--- config.mk ---
export PLATFORM = sky130hd
export DESIGN_NAME = cga_pcr_bank
export DESIGN_NICKNAME = d
export VERILOG_FILES = /design/src/design/cga_pkg.sv /design/src/design/cga_pcr_bank.sv /design/src/design/pcr_select.sv /design/src/design/pcr_register.sv /design/src/design/pcr_load_decode.sv
export VERILOG_INCLUDE_DIRS = /design/src /design/src/design
export SDC_FILE = /design/constraint.sdc
export NUM_CORES = 1
export LEC_CHECK = 0
export ABC_AREA = 1
export BUFFER_PORTS_ARGS = -buffer_cell sky130_fd_sc_hd__clkbuf_2
export CAP_MARGIN = 40
export CORE_UTILIZATION = 50
export DETAILED_ROUTE_END_ITERATION = 16
export PLACE_DENSITY = 0.68
export SYNTH_ARGS = -nofsm -noshare
export SYNTH_HDL_FRONTEND = slang
export SYNTH_SLANG_ARGS = --single-unit
--- constraint.sdc ---
create_clock -name sysclk -period 3 [get_ports sysclk]
set_input_delay 0.6 -clock sysclk [delete_from_list [all_inputs] [get_ports sysclk]]
set_output_delay 0.6 -clock sysclk [all_outputs]
set_load 0.05 [all_outputs]
--- src/design/cga_macros.svh ---
/*
  Architectural constants of the PCR bank
  Word width and level field position are fixed by the CPU and may not be changed
  The level field must span exactly log2 of the level count
*/
`ifndef CGA_MACROS_SVH
`define CGA_MACROS_SVH

// Program levels, one PCR each
`define CGA_LEVELS 16

// Bus and PCR word width
`define CGA_WORD_W 16

// Level field inside the PCR word, never stored
`define CGA_PIL_LSB 3
`define CGA_PIL_MSB 6

`endif
--- src/design/cga_pkg.sv ---
/*
  Types shared by the PCR bank
  The pcr_t layout must add up to `CGA_WORD_W bits
  Field placement inside the stored bits is local to this design
*/
`default_nettype none

`include "cga_macros.svh"

package cga_pkg;

  // Program level number, same width as the level field
  typedef logic [`CGA_PIL_MSB-`CGA_PIL_LSB:0] level_t;

  // Page table selector
  typedef logic [1:0] ptab_t;

  // Protection ring
  typedef logic [2:0] ring_t;

  // PCR word as seen on the bus and at a register output
  typedef struct packed {
    logic   spare;          // Bit 15, stored only
    ptab_t  page_table;     // Normal page table
    logic [1:0] unused_hi;  // Bits 12:11, stored only
    ptab_t  alt_page_table; // Alternative page table
    logic [1:0] ring_hi;    // Extended ring bits, stored only
    level_t level;          // Written on the bus, never stored
    ring_t  ring;           // Protection ring
  } pcr_t;

  // Registered paging control for the memory management logic
  typedef struct packed {
    pcr_t  pcr;             // Selected word with the PIL inserted
    ptab_t page_table;
    ptab_t alt_page_table;
    ring_t ring;
  } paging_t;

endpackage

`default_nettype wire

--- src/design/cga_pcr_bank.sv ---
/*
  PCR bank of the CPU gate array, one register per program level
  Write on a rising sysclk edge with lldpcr and mclk_n both high
  Target level is fidbo bits 6:3, which are not stored
  paging follows pil and the registers with one cycle of latency
*/
`default_nettype none

`include "cga_macros.svh"

module cga_pcr_bank (
  input  logic             sysclk,
  input  logic             reset,
  input  cga_pkg::pcr_t    fidbo,   // Bus word
  input  logic             lldpcr,  // Load PCR strobe
  input  logic             mclk_n,  // Clock phase level
  input  cga_pkg::level_t  pil,     // Current program level
  output cga_pkg::paging_t paging   // To memory management
);

  logic [`CGA_LEVELS-1:0] load_onehot;             // One write enable per level
  cga_pkg::pcr_t          pcr_array [`CGA_LEVELS]; // Register outputs

  // Strobe qualify and level decode
  pcr_load_decode u_load_decode (
    .sysclk      (sysclk),
    .reset       (reset),
    .lldpcr      (lldpcr),
    .mclk_n      (mclk_n),
    .fidbo       (fidbo),
    .load_onehot (load_onehot)
  );

  // One register per program level, all fed from the same bus word
  for (genvar i = 0; i < `CGA_LEVELS; i++) begin : g_level
    pcr_register u_pcr (
      .sysclk (sysclk),
      .reset  (reset),
      .load   (load_onehot[i]),
      .fidbo  (fidbo),
      .pcr    (pcr_array[i])
    );
  end

  // Readback of the current level
  pcr_select u_select (
    .sysclk    (sysclk),
    .reset     (reset),
    .pcr_array (pcr_array),
    .pil       (pil),
    .paging    (paging)
  );

endmodule

`default_nettype wire

--- src/design/pcr_select.sv ---
/*
  Current level PCR selector and paging decoder
  One registered stage from pil or pcr_array to paging
  paging is all zero, level field included, right after reset
  pil is assumed stable around the sampling edge
*/
`default_nettype none

`include "cga_macros.svh"

module pcr_select (
  input  logic             sysclk,
  input  logic             reset,
  input  cga_pkg::pcr_t    pcr_array [`CGA_LEVELS], // All level registers
  input  cga_pkg::level_t  pil,                     // Current program level
  output cga_pkg::paging_t paging                   // Registered decode
);

  cga_pkg::pcr_t    pcr_sel;     // Word of the current level
  cga_pkg::pcr_t    pcr_pil;     // Same word with the level filled in
  cga_pkg::paging_t paging_next;

  // Level mux
  assign pcr_sel = pcr_array[pil];

  // Stored word has zeros in 6:3, PIL goes there
  always_comb begin
    pcr_pil       = pcr_sel;
    pcr_pil.level = pil;
  end

  // Split out the fields the MMU looks at
  always_comb begin
    paging_next.pcr            = pcr_pil;
    paging_next.page_table     = pcr_pil.page_table;     // Bits 14:13
    paging_next.alt_page_table = pcr_pil.alt_page_table; // Bits 10:9
    paging_next.ring           = pcr_pil.ring;           // Bits 2:0
  end

  // Output stage
  always_ff @(posedge sysclk) begin
    if (reset) begin
      paging <= '0;
    end else begin
      paging <= paging_next;
    end
  end

  // PIL seen at an edge shows up in the level field one cycle later
  a_pil_latency: assert property (
    @(posedge sysclk) disable iff (reset)
    1'b1 |=> (paging.pcr.level == $past(pil))
  ) else $error("paging level does not follow pil");

endmodule

`default_nettype wire

--- src/design/pcr_register.sv ---
/*
  Paging control register of one program level
  Holds bits 15:7 and 2:0 of the bus word
  Bits 6:3 read back as zero; the selector inserts the PIL there
  Load is already qualified and decoded upstream
*/
`default_nettype none

`include "cga_macros.svh"

module pcr_register (
  input  logic          sysclk,
  input  logic          reset,
  input  logic          load,   // Qualified load for this level
  input  cga_pkg::pcr_t fidbo,  // Shared bus word
  output cga_pkg::pcr_t pcr     // Stored word, level field zero
);

  logic [`CGA_WORD_W-1:`CGA_PIL_MSB+1] stored_hi; // Bits 15:7
  logic [`CGA_PIL_LSB-1:0]             stored_lo; // Ring, bits 2:0

  // Level bits are skipped on capture
  always_ff @(posedge sysclk) begin
    if (reset) begin
      stored_hi <= '0;
      stored_lo <= '0;
    end else if (load) begin
      stored_hi <= fidbo[`CGA_WORD_W-1:`CGA_PIL_MSB+1];
      stored_lo <= fidbo[`CGA_PIL_LSB-1:0];
    end
  end

  // Reassemble with a zero hole where the level sits
  assign pcr = {stored_hi, cga_pkg::level_t'(0), stored_lo};

  // Level field must never leak out of a register
  a_level_zero: assert property (
    @(posedge sysclk) pcr.level == '0
  ) else $error("pcr level field not zero");

endmodule

`default_nettype wire

--- src/design/pcr_load_decode.sv ---
/*
  Load strobe qualifier and level decoder
  Purely combinational; sysclk only clocks the assertions
  No handshake, so each qualified strobe is a write
  Loads are held off while reset is high
*/
`default_nettype none

`include "cga_macros.svh"

module pcr_load_decode (
  input  logic                   sysclk,
  input  logic                   reset,
  input  logic                   lldpcr,      // Load PCR strobe
  input  logic                   mclk_n,      // Clock phase level
  input  cga_pkg::pcr_t          fidbo,       // Bus word, level field picks the target
  output logic [`CGA_LEVELS-1:0] load_onehot  // One load per program level
);

  logic load_qual;

  // Strobe only counts in the right clock phase
  assign load_qual = lldpcr & mclk_n;

  // Target level comes from bits 6:3 of the data word itself
  always_comb begin
    load_onehot = '0;
    for (int i = 0; i < `CGA_LEVELS; i++) begin
      load_onehot[i] = load_qual && !reset && (fidbo.level == cga_pkg::level_t'(i));
    end
  end

  // At most one level written per cycle
  a_load_onehot: assert property (
    @(posedge sysclk) $onehot0(load_onehot)
  ) else $error("load_onehot has more than one bit set");

  // A load bit implies both strobes and no reset
  a_load_qualified: assert property (
    @(posedge sysclk) (|load_onehot) |-> (lldpcr && mclk_n && !reset)
  ) else $error("load without qualified strobe");

endmodule

`default_nettype wire

==> results by group <==
Place
  – I/O Buffers: between 40 and 50
  – HPWL Detailed: approximately 14,000 µm
  – DP Area: 0.00971 mm²
  – Dpl ws: about 820 ps
  – GP Congestion: 0.829
  – Post-Place Cells: around 1,600

Clock network
  – CTS Buf Count: 23
  – Post-cts gate resize count: 0
  – CTS root buffer: clkbuf_16
  – CTS tree: built
  – Clock transition at path regs: 60 ps
  – Hold-fix buffers, CTS: 0
  – Setup Fix Bufs, Post-CTS: 0
  – Clock latency on the worst-skew pair: 510 ps
  – CTS Sinks: 208
  – CTS H-tree depth: 1
  – CTS max path bufs: 3

Power and ir drop
  – Pwr per Cell Area: roughly 580 mW/mm²
  – Final Power: between 6 and 7 mW
  – Static leakage: between 4 and 5 nW
  – Peak VDD IR: between 0.3 and 0.4 mV

Global routing
  – Total Routing Usage GR: a little over a quarter
  – Vias in the first global route: roughly 7,600
  – Pin count of the biggest net entering global routing: between 200 and 250
  – Global-route wire length before repair: 40,700 µm
  – Initial antenna violation count: 0
  – GR Overflow Total: 0

Logic synthesis
  – Main area contributors after synthesis: dfxtp_1 44%, a211oi_1 12%, nand2_1 12%, nor2_1 9.5%, nand3_1 7.1%
  – Post-synth top area share: roughly 44%
  – Seq cells post-synth: roughly 210
  – YS warnings: 0
  – Syn nets: between 1,000 and 1,500
  – Post-Syn Area: about 0.0095 mm²
  – Post-synth cell types: 16
  – Seq/Total Area, Yosys: between 40% and 50%
  – Synth area leader: dfxtp_1
  – Synthesized instance count: 1,381
  – Mapped Avg Cell Area: 6.86 µm²

Flow run
  – Maximum capacitance violations: 0

Route
  – Routed WL: approximately 26,000 µm
  – Via-per-instance ratio: roughly 5.3
  – DR iter-0 viols: about 770
  – Routed Antenna Nets: 0
  – Average wire per standard cell: around 16 µm
  – DR vias: 8,454
  – Remaining DRCs: 0
  – DRT Pass-1 Iters: 5

Critical path
  – Worst r2r path cells: 6
  – Worst-path cell chain: clkbuf_2
  – Max Fanout on Critical Path: 2
  – CP Launch Type: flip-flop
  – Critical path type: flip-flop to output pin
  – Setup crit end kind: output pin
  – R2r setup slk: between 1500 and 2000 ps
  – Worst EP required: roughly 2400 ps
  – CP delay by family, top: flip-flops
  – CP arrival: around 1200 ps
  – Critical Path Max Stage Delay: between 300 and 400 ps
  – Crit. path cell count: 1
  – Critical path buffers and inverters: 1
  – Critical-path top delay cell: dfxtp_1

Min path
  – Hold/Removal Path Class: flip-flop to flip-flop
  – Hold depth: 2

Floorplan
  – Ports: between 40 and 50
  – DIE WIDTH: around 140 µm
  – Starting density of the core: 51.9%
  – Core Area: 0.0183 mm²
  – Die Span Y: around 140 µm
  – Total die area: ~0.020 mm²
  – FP Rows: 49

Finish
  – Area of the multi-input gates: 0.00412 mm²
  – Post-Layout Cell Count: ~1,600
  – Layout cells sized above 1: approximately 8.3%
  – Most frequent cells in the layout: 294 x nand2_1, 241 x nor2_1, 208 x dfxtp_1
  – Post-route cell area: around 0.010 mm²
  – Nets@finish: ~1,400
  – FF/Latch Area: roughly 0.0042 mm²
  – FILL cells: ~1,800
  – ANT cells: 0
  – Most common cell after layout, fill and taps aside: nand2_1
  – Area growth syn-to-layout: 10.2%

Timing
  – F_max: about 570 MHz
  – Hold Vio Cnt, Final: 0
  – Slew Limit Headroom: around 26%
  – Slew Viols, Final: 0
  – Post-Route Setup TNS: 0 ps
  – Fin crit period: 1770 ps
  – Setup Skew: about 10 ps
  – Setup-failing EPs final: 0
  – Tightest Pin Transition: 1110 ps
  – RSZ-0062 raised after global routing: no
  – Fin crit share: between 50% and 60%
  – Slack of the critical path: roughly 1200 ps

Status
  – Status: finished, final reports clean
synth_stat cells:
master    count
buf_2        49
inv_1       166
buf_4         8
nor2_1      241
nand3_1     134
a21oi_1      55
clkbuf_1     53
dfxtp_1     208
buf_1        15
nor2_4        1
nand2_1     294
nor2_2        1
a211oi_2      1
inv_2         3
a211oi_1    148
nand4_1       4
layout make-up:
| type | count | area share, % |
|---|---|---|
| multi-input cells | 879 | 39.5 |
| clock buffers | 32 | 6.51 |
| repair buffers | 68 | 4.83 |
| clock inverters | 10 | 0.515 |
| flip-flops and latches | 208 | 39.9 |
| well taps | 229 | 2.74 |
| inverters | 169 | 6.07 |
final timing paths:
check,start,end
worst max-delay path,u_select.paging[20],paging[5]
worst min register to register,g_level[4].u_pcr.stored_hi[13],g_level[4].u_pcr.stored_hi[13]
worst min-delay path,g_level[4].u_pcr.stored_hi[13],g_level[4].u_pcr.stored_hi[13]
worst max register to register,g_level[0].u_pcr.stored_lo[1],u_select.paging[8]
routing by layer:
layer / track usage [%] / wire length, µm / vias up
met5: 0 / 0 / -
met4: 9.08 / 694 / 0
met3: 3.20 / 1380 / 43
met2: 42.1 / 11400 / 227
met1: 36.1 / 12100 / 3837
li1: - / - / 4347
logic make-up (layout without fill, tap and decap cells):
group	count (synthesis)	count (layout)	synth area share, %
compound gates	204	204	14.8
flops	208	208	43.9
buf+inv	294	279	12.6
simple gates	675	675	28.7
sequential cells by signal (all words and copies together), names as in the netlist:
signal                   flops
g_level.u_pcr.stored_hi    144
g_level.u_pcr.stored_lo     48
u_select.paging             16
stage by stage:
step | utilization (%) | hold WS, ps
finish | 57.2 | 461
global route | 57.2 | 475
CTS | 57.2 | 456
detailed placement | 53.1 | 450
global placement | 53.1 | 448
floorplan | - | 434
power breakdown:
part	switching [mW]	leakage, nW	internal [mW]
logic	0.407	2.18	0.131
clock network	1.14	0.376	1.58
registers	0.0118	1.68	2.79
total	1.55	4.24	4.50
Note: power is estimated with default switching activity, not from simulation.
